$ cat src/mem_store_pkg.sv
`default_nettype none

package mem_store_pkg;

    // ********************
    // Geometry of the record store
    // ********************

    // Address width for the 2048 entry array
    localparam int ADDR_W = 11;
    localparam int DEPTH  = 2048;

    // One record is 64 bits, protected by one parity bit per 32-bit half
    localparam int DATA_W = 64;
    localparam int PAR_W  = 2;
    localparam int HALF_W = DATA_W / PAR_W;

    // Stored word keeps parity in the top bits and the record below it
    localparam int WORD_W = DATA_W + PAR_W;

    // ********************
    // Request and response records
    // ********************

    // Registered request from the input side into the SRAM wrapper
    typedef struct packed {
        logic              we;
        logic              re;
        logic [ADDR_W-1:0] addr;
        logic [WORD_W-1:0] word;
    } mem_req_t;

    // Read response handed back to the client
    typedef struct packed {
        logic [DATA_W-1:0] data;
        logic              par_err;
    } rd_rsp_t;

    // Even parity of each half, bit 0 covers the low half
    function automatic logic [PAR_W-1:0] calc_par(input logic [DATA_W-1:0] d);
        logic [PAR_W-1:0] p;
        for (int i = 0; i < PAR_W; i++) begin
            p[i] = ^d[i*HALF_W +: HALF_W];
        end
        return p;
    endfunction

endpackage

`default_nettype wire

$ cat src/mem_req_ctrl.sv
`timescale 1ns/1ps
`default_nettype none

module mem_req_ctrl (
     input  logic                           clk
    ,input  logic                           rst_n
    ,input  logic                           wr
    ,input  logic                           rd
    ,input  logic [mem_store_pkg::ADDR_W-1:0] addr
    ,input  logic [mem_store_pkg::DATA_W-1:0] wdata
    ,input  logic                           par_inject
    ,input  logic                           isol_en
    ,input  logic                           pwr_enable_b_out
    ,output mem_store_pkg::mem_req_t        req
    ,output logic                           access_err
);

    import mem_store_pkg::*;

    // ********************
    // Request screening
    // ********************

    logic              access_ok;
    logic              any_req;
    logic              drop_req;
    logic [PAR_W-1:0]  wr_par;

    // Registered request fields
    logic              we_q;
    logic              re_q;
    logic [ADDR_W-1:0] addr_q;
    logic [WORD_W-1:0] word_q;

    // The array is usable only when powered up and not isolated
    assign access_ok = !pwr_enable_b_out && !isol_en;
    assign any_req   = wr || rd;

    // A request is dropped when the array is unusable, or when a read
    // collides with a write. In the collision case only the read is lost
    assign drop_req  = any_req && (!access_ok || (wr && rd));

    // Parity for the write word, flipped on both halves when injecting a fault
    assign wr_par    = calc_par(wdata) ^ {PAR_W{par_inject}};

    // ********************
    // Request register
    // ********************

    // Strobes and the error pulse live for exactly one cycle
    always_ff @(posedge clk) begin
        if (!rst_n) begin
            we_q       <= 1'b0;
            re_q       <= 1'b0;
            access_err <= 1'b0;
        end else begin
            we_q       <= wr && access_ok;
            // Write wins the single port, so a colliding read never issues
            re_q       <= rd && !wr && access_ok;
            access_err <= drop_req;
        end
    end

    // Address and word are only captured when some request shows up
    always_ff @(posedge clk) begin
        if (any_req) begin
            addr_q <= addr;
            word_q <= {wr_par, wdata};
        end
    end

    // Parity sits in the top bits of the stored word
    assign req = '{we: we_q, re: re_q, addr: addr_q, word: word_q};

endmodule

`default_nettype wire

$ cat config.mk
export PLATFORM = sky130hd
export DESIGN_NAME = mem_req_ctrl
export DESIGN_NICKNAME = d
export VERILOG_FILES = /design/src/mem_store_pkg.sv /design/src/mem_req_ctrl.sv
export SDC_FILE = /design/constraint.sdc
export NUM_CORES = 1
export LEC_CHECK = 0
export BUFFER_PORTS_ARGS = -buffer_cell sky130_fd_sc_hd__buf_4
export CAP_MARGIN = 40
export CORE_MARGIN = 5
export CORE_UTILIZATION = 48
export DETAILED_ROUTE_END_ITERATION = 12
export PLACE_DENSITY = 0.87
export SYNTH_ARGS = -nofsm -noshare
export SYNTH_HDL_FRONTEND = slang
export SYNTH_SLANG_ARGS = --single-unit
$ cat constraint.sdc
create_clock -name clk -period 4.95 [get_ports clk]
set_clock_uncertainty 0.05 [all_clocks]
set_input_delay 0.7425 -clock clk [delete_from_list [all_inputs] [get_ports clk]]
set_output_delay 0.7425 -clock clk [all_outputs]
set_load 0.02 [all_outputs]
## Word level (Yosys, flattened, before mapping)

Cells that the tools add are included.

| storage, ports and cells | value |
|---|---|
| bits in registers | 80 |
| bits in latches | 0 |
| RAM bits | 0 |
| memory bits (read-only) | 0 |
| output and inout bits | 80 |
| word-level logic and storage cells | 20 |
| memories kept | 0 |

| operators by class | value |
|---|---|
| add/sub/neg operators | 0 |
| multiply operators | 0 |
| divide/modulo/power cells | 0 |
| order comparisons | 0 |
| equal/unequal tests | 0 |
| shifts and indexed selects | 0 |
| muxes and demuxes | 0 |
| bitwise operators | 1 |
| reductions and logical operators | 14 |

Operator list:

| operator | number |
|---|---|
| $reduce_xor 32->1 | 2 |
| $logic_and 1x1->1 | 6 |
| $logic_not 1->1 | 4 |
| $logic_or 1x1->1 | 2 |
| $xor 2x2->2 | 1 |

## Longest topological paths before layout

| logic depth | value |
|---|---|
| word-level depth | 5 |
| depth in mapped cells | 5 |
| gate-level depth less buffers | 5 |

## Worst setup path before layout

OpenSTA, ideal clock, no wires.

| timing path | value |
|---|---|
| path kind | input to register |
| start | input port rd |
| end | register access_err |
| setup time | 0.077 ns |
| arrival time | 2.110 ns |
| path slack | 2.713 ns |
| cell stages on the path | 3 |
| path buffers | 0 |
| cell sequence | or2_2 o21ai_0 a21boi_0 |

| between the ends | value |
|---|---|
| longest elaborated chain between the ends | 3 |

RTL lines:

| item | RTL line | RTL |
|---|---|---|
| from (decl) | mem_req_ctrl.sv:8 | `,input logic rd` |
| $logic_and 1x1->1 | mem_req_ctrl.sv:41 | `assign drop_req = any_req && (!access_ok \|\| (wr && rd));` |
| $logic_or 1x1->1 | mem_req_ctrl.sv:41 |  |
| $logic_and 1x1->1 (*) | mem_req_ctrl.sv:41 |  |
| to (signal assigned) | mem_req_ctrl.sv:60 | `access_err <= drop_req;` |
| to (decl) | mem_req_ctrl.sv:15 | `,output logic access_err` |

Mark *: on every way between the ends. The rest lies on a longest branch, timed or not.
A chain may end at the register's enable or synchronous reset.

## Worst setup path in the final report

| timing path | value |
|---|---|
| start | input port par_inject |
| end | register word_q[64], data pin |

| between the ends | value |
|---|---|
| longest elaborated chain between the ends | 1 |

RTL lines:

| item | RTL line | RTL |
|---|---|---|
| from (decl) | mem_req_ctrl.sv:11 | `,input logic par_inject` |
| $xor 2x2->2 | mem_req_ctrl.sv:44 | `assign wr_par = calc_par(wdata) ^ {PAR_W{par_inject}};` |
| net wr_par[0] | mem_req_ctrl.sv:27 | `logic [PAR_W-1:0] wr_par;` |
| to (signal assigned) | mem_req_ctrl.sv:68 | `word_q <= {wr_par, wdata};` |
| to (decl) | mem_req_ctrl.sv:33 | `logic [WORD_W-1:0] word_q;` |

The timed path passes the listed nets, and every way through them passes these cells.

==> results.sh <==
export IMPL_status="completed"
export IMPL_critPathMostFrequentCell="xnor2_1"
export IMPL_syn_avg_cell_area_um2=20.0
export IMPL_finalMaxSlewViolations=0
export IMPL_final_common_cell="buf_4"
export IMPL_p_leak_uw=0.00188
export IMPL_htree_levels=3
export IMPL_yosysSeqAreaShare_pct=78.7
export IMPL_syn_area_mm2=0.00302
export IMPL_drc_errors=0
export IMPL_clkTransAtPathRegs_ns=0.07
export IMPL_most_common_layout_cells="buf_4, edfxtp_1, xnor2_1"
export IMPL_syn_instance_count=151
export IMPL_path_max_fanout=2
export IMPL_synth_seq_cells=80
export IMPL_fmax_mhz=513
export IMPL_syn_num_nets=233
export IMPL_rows=28
export IMPL_timing_max_cap_violations=0
export IMPL_ios=162
export IMPL_drt_initial_drc_count=78
export IMPL_cts_tree="done"
export IMPL_timing_hold_ws_ns=0.543
export IMPL_slew_headroom_pct=75.0
export IMPL_area_growth_syn_to_layout_pct=48.4
export IMPL_cts_hold_buf=0
export IMPL_first_global_vias=1953
export IMPL_crit_required_ns=4.97
export IMPL_crit_buf_inv=1
export IMPL_max_stage_delay_ns=0.43
export IMPL_end_kind="flop"
export IMPL_power_uw=1650
export IMPL_clkSinkCount=80
export IMPL_die_y_um=89.3
export IMPL_multi_input_area_um2=631
export IMPL_synth_distinct_cells=14
export IMPL_postRouteWirelength_um=6750
export IMPL_diodes=0
export IMPL_setup_viol=0
export IMPL_crit_arrival_ns=1.97
export IMPL_worstHoldStart="addr[10]"
export IMPL_via_count=1831
export IMPL_rsz0062_at_grt="false"
export IMPL_grt_pass1_wl_um=9660
export IMPL_cp_slowest_cell="xnor3_1"
export IMPL_finalSetupTns_ns=0
export IMPL_die_area_mm2=0.00797
export IMPL_synth_top_area_share_pct=76.7
export IMPL_hold_class="in -> reg"
export IMPL_cp_top_family="XOR/XNOR gates"
export IMPL_antenna_found_initial=0
export IMPL_clock_path_buffers=2
export IMPL_min_period_ns=1.95
export IMPL_nNetsFinal=404
export IMPL_yosysWarningCount=0
export IMPL_gp_congestion=0.740
export IMPL_via_per_inst=4.59
export IMPL_numCtsBuffers=9
export IMPL_utilization_pct=74.3
export IMPL_antenna_left=0
export IMPL_dr_pass1_iters=4
export IMPL_timing_final_hold_violations=0
export IMPL_start_util_pct=50.0
export IMPL_start_kind="input port"
export IMPL_layout_drive_gt1_share_pct=54.3
export IMPL_path_cells="buf_4 > xnor2_1 > xnor2_1 > xnor2_1 > xnor3_1 > xnor2_1"
export IMPL_ir_drop_uv=205
export IMPL_grt_overflow=0
export IMPL_pwr_density_cell_mw_per_mm2=368
export IMPL_grt_usage_pct=16.8
export IMPL_grt_max_degree=56
export IMPL_path_class="in -> reg"
export IMPL_post_route_period_util_pct=39.3
export IMPL_die_w_um=89.3
export IMPL_root_buffer="clkbuf_8"
export IMPL_core_area_mm2=0.00603
export IMPL_cts_resized=0
export IMPL_nFillCells=421
export IMPL_register_area_mm2=0.00237
export IMPL_yosys_area_top_type="edfxtp_1"
export IMPL_synthTopCellsByArea="edfxtp_1, xnor2_1, dfxtp_1"
export IMPL_cp_startpoint="par_inject"
export IMPL_port_buffers=161
export IMPL_worst_slew_pin_slew_ns=0.375
export IMPL_wl_per_cell_um=16.9
export IMPL_post_cts_buffers=0
==> layout make-up <==
type	count	share of cell area (%)
clock buffer	11	2.94
multi-input combinational	69	14.1
timing repair buffer	162	27.6
sequential	80	53.0
clock inverter	2	0.224
tap	75	2.10
==> path summary, 6_finish.rpt <==
| path | to | cells past startpoint | slack, ns |
|---|---|---|---|
| worst max-delay path | word_q[64] | 6 | 3.00 |
| worst min-delay path | addr_q[10] | 1 | 0.54 |
==> power by group <==
group	total, µW	internal, µW	switching, µW
Sequential	843	824	18.6
Combinational	432	226	206
Clock	372	173	199
Total	1650	1220	424
==> cell usage after synthesis <==
master,instances
edfxtp_1,77
nor2_1,1
and4b_1,1
a21boi_0,1
xor2_1,6
o21ai_0,1
or2_2,1
xnor3_1,2
nand2_1,1
and3_1,1
dfxtp_1,3
xnor2_1,52
xnor2_2,2
buf_4,2
==> registers in the layout, indices dropped and copies added, names as in the netlist <==
signal / flops
we_q: 1
word_q: 66
addr_q: 11
re_q: 1
access_err: 1
==> layer usage <==
layer	wire length, µm	track usage (%)	vias up
li1	-	-	880
met1	2370	18.6	852
met2	3590	29.3	94
met3	746	6.45	5
met4	40	6.50	0
met5	0	0	-
==> metrics by stage <==
stage / instance area [µm²] / instances / setup slack (ns)
after floorplan: 3020 / 151 / 2.71
after global placement: 4310 / 385 / 2.70
after detailed placement: 4330 / 386 / 2.67
after CTS: 4470 / 399 / 3.02
after global routing: 4470 / 399 / 2.99
final: 4470 / 399 / 3.00
==> cell families after synthesis <==
group           after synthesis  synth area share (%)
flops                        80                  78.7
simple gates                  5                 0.996
xor+xnor                     62                  19.4
compound gates                2                 0.415
buf+inv                       2                 0.498
(Power assumes the default switching activity.)
