## config.mk

```make
export PLATFORM = sky130hd
export DESIGN_NAME = rd_data_check
export DESIGN_NICKNAME = d
export VERILOG_FILES = /design/src/mem_store_pkg.sv /design/src/rd_data_check.sv
export SDC_FILE = /design/constraint.sdc
export NUM_CORES = 1
export LEC_CHECK = 0
export BUFFER_PORTS_ARGS = -buffer_cell sky130_fd_sc_hd__buf_2
export CORE_UTILIZATION = 42
export CTS_BUF_LIST = sky130_fd_sc_hd__clkbuf_8
export DETAILED_ROUTE_END_ITERATION = 6
export PLACE_DENSITY = 0.78
export SETUP_SLACK_MARGIN = 0.4
export SLEW_MARGIN = 25
export SYNTH_ARGS = -nofsm -noshare
export SYNTH_HDL_FRONTEND = slang
export SYNTH_SLANG_ARGS = --single-unit
```

## constraint.sdc

```tcl
create_clock -name clk -period 1.91 [get_ports clk]
set_clock_uncertainty 0.2 [all_clocks]
set_input_delay 0.382 -clock clk [delete_from_list [all_inputs] [get_ports clk]]
set_output_delay 0.382 -clock clk [all_outputs]
set_load 0.03 [all_outputs]
```

## src/mem_store_pkg.sv

```systemverilog
`default_nettype none

package mem_store_pkg;

    // ********************
    // Geometry of the record store
    // ********************

    // Address width for the 2048 entry array
    localparam int ADDR_W = 11;
    localparam int DEPTH  = 2048;

    // One record is 64 bits, protected by one parity bit per 32-bit half
    localparam int DATA_W = 64;
    localparam int PAR_W  = 2;
    localparam int HALF_W = DATA_W / PAR_W;

    // Stored word keeps parity in the top bits and the record below it
    localparam int WORD_W = DATA_W + PAR_W;

    // ********************
    // Request and response records
    // ********************

    // Registered request from the input side into the SRAM wrapper
    typedef struct packed {
        logic              we;
        logic              re;
        logic [ADDR_W-1:0] addr;
        logic [WORD_W-1:0] word;
    } mem_req_t;

    // Read response handed back to the client
    typedef struct packed {
        logic [DATA_W-1:0] data;
        logic              par_err;
    } rd_rsp_t;

    // Even parity of each half, bit 0 covers the low half
    function automatic logic [PAR_W-1:0] calc_par(input logic [DATA_W-1:0] d);
        logic [PAR_W-1:0] p;
        for (int i = 0; i < PAR_W; i++) begin
            p[i] = ^d[i*HALF_W +: HALF_W];
        end
        return p;
    endfunction

endpackage

`default_nettype wire

```

## src/rd_data_check.sv

```systemverilog
`timescale 1ns/1ps
`default_nettype none

module rd_data_check (
     input  logic                             clk
    ,input  logic                             rst_n
    ,input  logic [mem_store_pkg::WORD_W-1:0] rdata
    ,input  logic                             rd_fire
    ,output logic                             rsp_valid
    ,output mem_store_pkg::rd_rsp_t           rsp
);

    import mem_store_pkg::*;

    // ********************
    // Parity check
    // ********************

    logic [DATA_W-1:0] rd_data;
    logic [PAR_W-1:0]  rd_par;
    logic [PAR_W-1:0]  exp_par;
    logic              par_mismatch;

    // Registered response payload
    logic [DATA_W-1:0] data_q;
    logic              par_err_q;

    // Split the stored word back into record and parity
    assign rd_data = rdata[DATA_W-1:0];
    assign rd_par  = rdata[WORD_W-1:DATA_W];

    // Recompute parity on the record as read back
    assign exp_par = calc_par(rd_data);

    // Any half that disagrees flags the whole record
    assign par_mismatch = |(exp_par ^ rd_par);

    // ********************
    // Response register
    // ********************

    // Payload only updates on a fresh read
    always_ff @(posedge clk) begin
        if (rd_fire) begin
            data_q    <= rd_data;
            par_err_q <= par_mismatch;
        end
    end

    // One response pulse per read, one cycle after rd_fire
    always_ff @(posedge clk) begin
        if (!rst_n) begin
            rsp_valid <= 1'b0;
        end else begin
            rsp_valid <= rd_fire;
        end
    end

    assign rsp = '{data: data_q, par_err: par_err_q};

endmodule

`default_nettype wire

```

## Word-level counts from Yosys, hierarchy flattened

Cells that the tools add are included.

| word-level totals | value |
|---|---|
| register bits after elaboration | 66 |
| bits of input ports | 69 |
| output and inout port bits | 66 |

| operators by class | value |
|---|---|
| bitwise gates (word level) | 1 |
| reductions and logical operators | 3 |

Operators by type and width:

| operator | number |
|---|---|
| XOR reduction 32 bit | 2 |
| OR reduction 2 bit | 1 |
| XOR 2 bit | 1 |

## Logic depth before layout (Yosys ltp)

Gate-level depths: netlist of run 1.

| depth | value |
|---|---|
| depth in word-level cells | 3 |
| mapped depth | 6 |
| gate-level depth less buffers | 6 |

## Worst setup path before layout of run 1

Ideal clock, no wire load.

| path | value |
|---|---|
| path kind | input-to-reg |
| start | input rdata[64] in the netlist's numbering |
| end | register par_err_q (data pin) |
| library setup time | 0.257 ns |
| data arrival time | 1.414 ns |
| path slack | 0.039 ns |
| stages | 6 |
| buffers on the path | 0 |
| path through | xnor2_1 > xnor2_1 > xnor2_1 > xnor3_1 > xnor2_1 > nand2_1 |

| between the ends | value |
|---|---|
| cells in the longest elaborated chain, start to end | 2 |

RTL lines:

| what | RTL line | RTL |
|---|---|---|
| start: declaration | rd_data_check.sv:7 | `,input logic [mem_store_pkg::WORD_W-1:0] rdata` |
| XOR 2 bit | rd_data_check.sv:36 | `assign par_mismatch = \|(exp_par ^ rd_par);` |
| OR reduction 2 bit | rd_data_check.sv:36 |  |
| named net par_mismatch | rd_data_check.sv:22 | `logic par_mismatch;` |
| end signal: assignment | rd_data_check.sv:46 | `par_err_q <= par_mismatch;` |
| end: declaration | rd_data_check.sv:26 | `logic par_err_q;` |

The timed path passes the listed nets, and every way through them passes these cells.
A chain may end at the register's enable or synchronous reset.

## Final worst setup path of run 1

Same ends and word-level chain as after synthesis.

==> results of run 1 <==
-- sequential cells by signal, indices dropped and copies added (netlist names) --
signal and cells:
data_q 64, par_err_q 1, rsp_valid 1
-- cell usage in the layout, fill, tap and decap left out, types with 2 or more instances in the layout --
cell | netlist | layout
clkinv_1 | 0 | 2
xnor2_2 | 0 | 15
buf_6 | 0 | 26
buf_12 | 0 | 2
xnor3_1 | 2 | 2
edfxtp_1 | 65 | 65
buf_4 | 1 | 13
xnor2_1 | 56 | 40
clkinv_2 | 0 | 3
xor2_1 | 4 | 3
clkbuf_8 | 0 | 9
buf_8 | 0 | 3
buf_2 | 0 | 93
-- path summary, 6_finish.rpt --
check | from | to | slack, ns
max | rdata[64] | par_err_q$_DFFE_PP_ | 0.13
min | rdata[14] | data_q[14]$_DFFE_PP_ | 0.03
-- report_power, final --
| group | total, mW | switching (mW) | internal [mW] |
|---|---|---|---|
| Combinational | 1.04 | 0.551 | 0.487 |
| Clock | 1.09 | 0.507 | 0.586 |
| Sequential | 1.77 | 0.0354 | 1.74 |
| Total | 3.90 | 1.09 | 2.81 |
-- cell families (layout without fill, tap and decap cells) --
kind of cell           count (synthesis)  count (layout)  synth area share
XOR/XNOR                              62              62            0.2229
buffers and inverters                  1             153          0.002934
flip-flops                            66              66            0.7703
AND/OR/NAND/NOR                        2               2          0.003910
-- timing repair --
action | in CTS | in global routing
pin swaps | 4 | 20
endpoints found under the setup margin | 3 | 28
gates resized for setup | 9 | 99
hold buffers | 0 | 0
endpoints found under the hold margin | 0 | 0
-- layout make-up --
cell class / instances / area (um2)
repair buffers: 137 / 940.9
multi-input cells: 64 / 719.4
flip-flops and latches: 66 / 1972
well taps: 75 / 93.84
fillers: 421 / 1976
clock inverters: 7 / 60.06
clock buffers: 9 / 123.9
-- per-stage QoR --
stage / instances / hold WS [ns]
6_report: 358 / 0.02733
5_1_grt: 358 / 0.003186
4_1_cts: 358 / 0.03112
3_5_place_dp: 342 / 0.3865
3_3_place_gp: 342 / 0.3838
2_1_floorplan: 131 / 0.2809
-- layer usage --
layer / global-route usage / part of all wire / up-vias
met5: 0 / 0 / -
met4: 0.07857 / 0.023 / 0
met3: 0.06818 / 0.084 / 13
met2: 0.2752 / 0.52 / 92
met1: 0.1898 / 0.37 / 770
li1: - / - / 761
==> impl_metrics.env, run 1 <==
export IMPL_outcome="finished, final reports clean"
export IMPL_grt_antenna_before_repair=0
export IMPL_crit_slowest_cell="xnor3_1"
export IMPL_cp_top_family="XOR/XNOR gates"
export IMPL_synth_top_flop_cell="edfxtp_1"
export IMPL_critPathKind="input pin to flip-flop"
export IMPL_worstPathRequired_ns=1.80
export IMPL_syn_num_nets=200
export IMPL_max_slew_margin=0.8126
export IMPL_pre_cts_ws_ns=-0.2473
export IMPL_drcViolationCount=0
export IMPL_start_util=0.4349
export IMPL_cts_tree="built"
export IMPL_synth_area_leaders="edfxtp_1 76%, xnor2_1 19%, xnor3_1 1.8%, xor2_1 1.4%, dfxtp_1 0.78%"
export IMPL_synth_edf_count=65
export IMPL_worst_pin_slew_ns=0.2791
export IMPL_synthDistinctLibCells=8
export IMPL_critPathLaunchType="input pin"
export IMPL_path_clk_slew_ns=0.07
export IMPL_tns_ns=0
export IMPL_std_cell_rows=28
export IMPL_grt_use_total=0.1675
export IMPL_clock_sinks=66
export IMPL_synth_top_cell_area_share=0.7625
export IMPL_fin_nets=347
export IMPL_fin_ws_ns=0.1262
export IMPL_cts_made_buffers=9
export IMPL_final_util=0.6643
export IMPL_yosys_warnings=0
export IMPL_crit_path_frequent_cell="xnor2_1"
export IMPL_die_h_um=80.07
export IMPL_worst_path_stages=7
export IMPL_ys_top_cells_by_count="65 x edfxtp_1, 56 x xnor2_1, 4 x xor2_1"
export IMPL_final_area_um2=3910
export IMPL_maxSlewViolCount=0
export IMPL_synth_most_common_cell="edfxtp_1"
export IMPL_synth_seq_area_share=0.7703
export IMPL_port_buffer_count=134
export IMPL_cts_root_buf="clkbuf_8"
export IMPL_place_gp_congestion=0.7511
export IMPL_crit_fanout=1
export IMPL_peakVddDrop_mv=0.4687
export IMPL_vias=1636
export IMPL_drtIter0Drc=72
export IMPL_crit_chain="buf_2, xnor2_2, xnor2_1, xnor2_1, xnor3_1, xnor2_1, nand2_1"
export IMPL_synth_seq_cells=66
export IMPL_holdPathStages=1
export IMPL_num_antenna_cells=0
export IMPL_grt_pass1_wl_um=7527
export IMPL_clockBufferDepth=2
export IMPL_final_antenna_net_count=0
export IMPL_power_density_nw_per_um2=998.4
export IMPL_synthesis_area_um2=2560
export IMPL_grt_pass1_vias=1523
export IMPL_grt_overflow_total=0
export IMPL_synth_top_area_cell="edfxtp_1"
export IMPL_critPathBufInv=1
export IMPL_p_leak_nw=1.628
export IMPL_synthCells=131
export IMPL_drive_above_1_share=0.5936
export IMPL_dieArea_um2=6411
export IMPL_fmax_ghz=0.5606
export IMPL_hp_class="input pin to flip-flop"
export IMPL_power_mw=3.904
export IMPL_routedWlPerCell_um=15.64
export IMPL_finalHoldViolations=0
export IMPL_io_pins=135
export IMPL_rsz0062_at_grt="yes"
export IMPL_cp_slowest_stage_delay_ns=0.43
export IMPL_dr_pass1_iters=4
export IMPL_arrival_ns=1.67
export IMPL_htreeDepth=3
export IMPL_dp_hpwl_um=4000
export IMPL_die_width_um=80.07
export IMPL_async_flop_share=0
export IMPL_vias_per_cell=4.570
export IMPL_area_growth_pct=52.74
export IMPL_place_area_um2=3395
export IMPL_grt_max_degree=32
export IMPL_fin_crit_sh=0.9339
export IMPL_setup_violations=0
export IMPL_avgSynthCellArea_um2=19.54
export IMPL_period_needed_ns=1.784
export IMPL_cp_end_kind="flip-flop"
export IMPL_maxCapViolations=0
export IMPL_postCtsSetupRepairBufs=0
export IMPL_core_um2=5886
export IMPL_wirelength_um=5599
Note: power is estimated with default switching activity, not from simulation.
==> run 2, diff against run 1 <==
- PLACE_DENSITY: 0.78 -> 0.87
==> run 2 against run 1 <==
Sequential share of layout area grew 1.8 points; worst setup slack worse by 0.022 ns; global-route usage rose by 0.43 points; fmax is 1.2% lower; non-clock buffer count increased by 3; wire length increased by 1.1%; core utilization decreased by 2.3 points; cell count up 0.84%; sequential power about the same; combinational power shrank 4%; critical path type unchanged.
==> impl_metrics.env, run 2 (synthesized netlist as in run 1, its figures left out) <==
export IMPL_final_common_cell="buf_2"
export IMPL_io_pins=135
export IMPL_final_cell_count_no_fill=361
export IMPL_die_h_um=80.07
export IMPL_final_area_um2=3775
export IMPL_cts_made_buffers=9
export IMPL_area_growth_pct=47.46
export IMPL_cp_startpoint="rdata[60]"
export IMPL_critPathLaunchType="input pin"
export IMPL_wirelength_um=5658
export IMPL_fin_crit_sh=0.9456
export IMPL_place_area_um2=3405
export IMPL_start_util=0.4349
export IMPL_core_um2=5886
export IMPL_clockBufferDepth=2
export IMPL_die_width_um=80.07
export IMPL_maxCapViolations=0
export IMPL_largest_register_ffs=64
export IMPL_use_met1=0.1914
export IMPL_finalHoldViolations=0
export IMPL_grt_overflow_total=0
export IMPL_routedWlPerCell_um=15.67
export IMPL_fmax_ghz=0.5537
export IMPL_drive_above_1_share=0.5734
export IMPL_fill_cells=422
export IMPL_grt_pass1_vias=1587
export IMPL_period_needed_ns=1.806
export IMPL_port_buffer_count=134
export IMPL_grt_use_total=0.1717
export IMPL_maxSlewViolCount=0
export IMPL_grt_busiest_layer="met2"
export IMPL_arrival_ns=1.70
export IMPL_grt_pass1_wl_um=7769
export IMPL_crit_fanout=2
export IMPL_num_antenna_cells=0
export IMPL_vias_per_cell=4.560
export IMPL_power_mw=3.908
export IMPL_drtIter0Drc=63
export IMPL_power_density_nw_per_um2=1035
export IMPL_p_clk_frac=0.288
export IMPL_min_to="data_q[32]$_DFFE_PP_"
export IMPL_top_register="data_q"
export IMPL_gr_usage_met3=0.05909
export IMPL_grt_antenna_before_repair=0
export IMPL_holdPathStages=1
export IMPL_sw_frac_of_total=0.2834
export IMPL_drcViolationCount=0
export IMPL_cts_tree="built"
export IMPL_pwr_share_comb=0.257
export IMPL_share_seq_of_total_power=0.455
export IMPL_postCtsSetupRepairBufs=0
export IMPL_final_antenna_net_count=0
export IMPL_rsz0062_at_grt="yes"
export IMPL_clock_sinks=66
export IMPL_p_leak_nw=1.566
export IMPL_max_slew_margin=0.7664
export IMPL_dr_pass1_iters=4
export IMPL_dp_cells=345
export IMPL_fin_nets=350
export IMPL_path_clk_slew_ns=0.07
export IMPL_hold_buffers=0
export IMPL_final_cell_mix="107 x buf_2, 65 x edfxtp_1, 48 x xnor2_1"
export IMPL_worstHoldStart="rdata[32]"
export IMPL_final_util=0.6414
export IMPL_vias=1646
export IMPL_cts_root_buf="clkbuf_8"
export IMPL_peakVddDrop_mv=0.6599
export IMPL_power_internal_mw=2.800
export IMPL_grt_max_degree=67
export IMPL_outcome="finished, final reports clean"
export IMPL_top_regs="data_q (64), par_err_q (1), rsp_valid (1)"
export IMPL_dieArea_um2=6411
export IMPL_place_gp_congestion=0.6917
export IMPL_worstPathRequired_ns=1.80
export IMPL_switchingPower_mw=1.107
export IMPL_cp_end_kind="flip-flop"
export IMPL_htreeDepth=3
export IMPL_grt_use_met2=0.2889
export IMPL_hp_class="input pin to flip-flop"
export IMPL_critPathKind="input pin to flip-flop"
export IMPL_setup_violations=0
export IMPL_std_cell_rows=28
export IMPL_worst_pin_slew_ns=0.3505
==> run 2: stage by stage <==
stage               setup slack (ns)  TNS, ns  hold slack, ns
finish                        0.1039        0         0.02764
global route                 0.01951        0         0.01073
CTS                           0.1402        0         0.02325
detailed placement           -0.2032  -0.2032          0.3870
global placement             -0.1679  -0.1679          0.3835
floorplan                    0.05500        0          0.2809
==> run 2: power by group through the flow <==
stage | combinational (mW) | clock [mW] | sequential [mW]
final | 1.00 | 1.13 | 1.78
after global placement | 0.929 | 0 | 1.79
after detailed placement | 0.943 | 0 | 1.80
after global routing | 1.08 | 1.22 | 1.79
after CTS | 0.974 | 1.17 | 1.78
after floorplan | 0.420 | 0 | 2.03
==> run 2: timing repair <==
action                     4_1_cts  5_1_grt
pin swaps                        0        8
cloned                           0        0
setup endpoints to repair        9       21
resized for setup               15       46
==> run 2: worst max-delay path, cell delays in order <==
cell and delay [ns]:
buf_6 0.10, xnor2_2 0.13, xnor2_1 0.22, xnor2_1 0.17
xnor3_1 0.45, xnor2_1 0.18, nand2_1 0.06
==> run 2: final cells by class <==
cell class / instances / area [um2] / share of cell area
Tap cell: 75 / 93.84 / 0.02486
Clock buffer: 9 / 123.9 / 0.03281
Clock inverter: 7 / 70.07 / 0.01856
Timing Repair Buffer: 140 / 863.3 / 0.2287
Sequential cell: 66 / 1972 / 0.5224
Multi-Input combinational cell: 64 / 651.9 / 0.1727
==> run 2: worst max path at each step <==
stage,end,cells past startpoint
final,par_err_q$_DFFE_PP_,7
after detailed placement,par_err_q$_DFFE_PP_,7
after global placement,par_err_q$_DFFE_PP_,7
after floorplan,par_err_q$_DFFE_PP_,6
after global routing,par_err_q$_DFFE_PP_,7
after CTS,par_err_q$_DFFE_PP_,7
==> run 2: per-layer routing <==
| layer | vias to the layer above | wire length [um] |
|---|---|---|
| met5 | - | 0 |
| met4 | 0 | 142 |
| met3 | 13 | 446 |
| met2 | 94 | 2916 |
| met1 | 774 | 2153 |
| li1 | 765 | - |
==> run 3, diff against run 2 <==
- BUFFER_PORTS_ARGS: -buffer_cell sky130_fd_sc_hd__buf_2 -> -buffer_cell sky130_fd_sc_hd__buf_4
==> run 3 against run 2 <==
Die area is the same; clock-buffer cell count up 1; via count grew 2.1%; cell count down 0.83%; global-route usage grew 1.8 points; first-iteration DRC count is 41% higher; sequential power about the same; sequential share of layout area fell by 4.3 points; critical endpoint unchanged.
==> impl_metrics.env, run 3 (synthesized netlist as in run 1, its figures left out) <==
export IMPL_outcome="finished, final reports clean"
export IMPL_dieArea_um2=6411
export IMPL_dp_hpwl_um=4658
export IMPL_grt_overflow_total=0
export IMPL_max_slew_margin=0.7759
export IMPL_drive_above_1_share=0.5866
export IMPL_critPathLaunchType="input pin"
export IMPL_std_cell_rows=28
export IMPL_port_buffer_count=134
export IMPL_p_leak_nw=1.689
export IMPL_final_antenna_net_count=0
export IMPL_vias=1681
export IMPL_io_pins=135
export IMPL_die_h_um=80.07
export IMPL_area_growth_pct=60.65
export IMPL_final_util=0.6988
export IMPL_clockBufferDepth=2
export IMPL_die_width_um=80.07
export IMPL_setup_violations=0
export IMPL_grt_use_total=0.1892
export IMPL_hold_ws_ns=0.02819
export IMPL_core_um2=5886
export IMPL_grt_antenna_before_repair=0
export IMPL_largest_register_ffs=64
export IMPL_cts_root_buf="clkbuf_8"
export IMPL_critPathKind="input pin to flip-flop"
export IMPL_dr_pass1_iters=4
export IMPL_routedWlPerCell_um=18.88
export IMPL_drtIter0Drc=89
export IMPL_grt_pass1_vias=1629
export IMPL_fill_cells=373
export IMPL_tns_ns=0
export IMPL_postCtsSetupRepairBufs=0
export IMPL_peakVddDrop_mv=0.4935
export IMPL_cp_end_kind="flip-flop"
export IMPL_rsz0062_at_grt="yes"
export IMPL_finalHoldViolations=0
export IMPL_drcViolationCount=0
export IMPL_num_antenna_cells=0
export IMPL_fin_crit_sh=0.9649
export IMPL_cts_tree="built"
export IMPL_wirelength_um=6759
export IMPL_fin_nets=347
export IMPL_place_gp_congestion=0.7539
export IMPL_cts_made_buffers=9
export IMPL_hp_class="input pin to flip-flop"
export IMPL_power_density_nw_per_um2=989.6
export IMPL_worst_pin_slew_ns=0.3361
export IMPL_maxSlewViolCount=0
export IMPL_period_needed_ns=1.843
export IMPL_htreeDepth=3
export IMPL_worstPathRequired_ns=1.80
export IMPL_arrival_ns=1.73
export IMPL_maxCapViolations=0
export IMPL_fmax_ghz=0.5426
export IMPL_vias_per_cell=4.696
export IMPL_clock_sinks=66
export IMPL_grt_max_degree=67
export IMPL_hold_buffers=0
export IMPL_final_cell_mix="114 x buf_4, 65 x edfxtp_1, 42 x xnor2_1"
export IMPL_holdPathStages=1
export IMPL_top_regs="data_q (64), par_err_q (1), rsp_valid (1)"
export IMPL_final_common_cell="buf_4"
export IMPL_path_clk_slew_ns=0.07
export IMPL_grt_pass1_wl_um=8521
export IMPL_start_util=0.4349
export IMPL_crit_fanout=2
export IMPL_top_register="data_q"
-- run 3: routing by layer --
| layer | vias up | share of wire | global-route usage |
|---|---|---|---|
| met5 | - | 0 | 0 |
| met3 | 12 | 0.079 | 0.04432 |
| met2 | 99 | 0.53 | 0.3291 |
| met1 | 813 | 0.37 | 0.2073 |
| li1 | 757 | - | - |
| met4 | 0 | 0.021 | 0.1196 |
-- run 3: repair_timing --
action / in CTS / in global routing
hold endpoints to repair: 0 / 0
gates cloned: 0 / 0
endpoints found under the setup margin: 5 / 9
gates resized for setup: 4 / 33
pin swaps: 1 / 15
-- run 3: through the flow --
stage                     area, um2  worst slack (ns)  total power [mW]  instances
after global routing           4113           0.01928             4.223        358
after floorplan                2590           0.05500             2.452        131
after global placement         3717           -0.1645             2.832        342
final                          4113           0.06697             4.070        358
after detailed placement       3717           -0.2217             2.864        342
after CTS                      3929            0.1454             4.015        358
-- run 3: cell type report --
cell class / instances / area [um2] / share of cell area
well taps: 75 / 93.84 / 0.02282
repair buffers: 137 / 1131 / 0.2750
clock inverters: 6 / 58.81 / 0.01430
multi-input cells: 64 / 719.4 / 0.1749
flip-flops and latches: 66 / 1972 / 0.4795
clock buffers: 10 / 137.6 / 0.03347
-- run 3: worst max-delay path: stages --
cell and delay (ns):
buf_4 0.12, xnor2_1 0.21, xnor2_1 0.18, xnor2_1 0.20, xnor3_1 0.40, xnor2_1 0.16
nand2_1 0.07
-- run 3: worst paths after layout --
check	from	endpoint	slack [ns]
setup / recovery	rdata[7]	par_err_q$_DFFE_PP_	0.07
hold / removal	rdata[61]	data_q[61]$_DFFE_PP_	0.03
-- run 3: power breakdown --
group	switching [mW]	total (mW)	leakage, nW	internal, mW
Sequential	0.0446	1.78	0.645	1.74
Combinational	0.581	1.13	0.945	0.553
Clock	0.523	1.15	0.0995	0.629
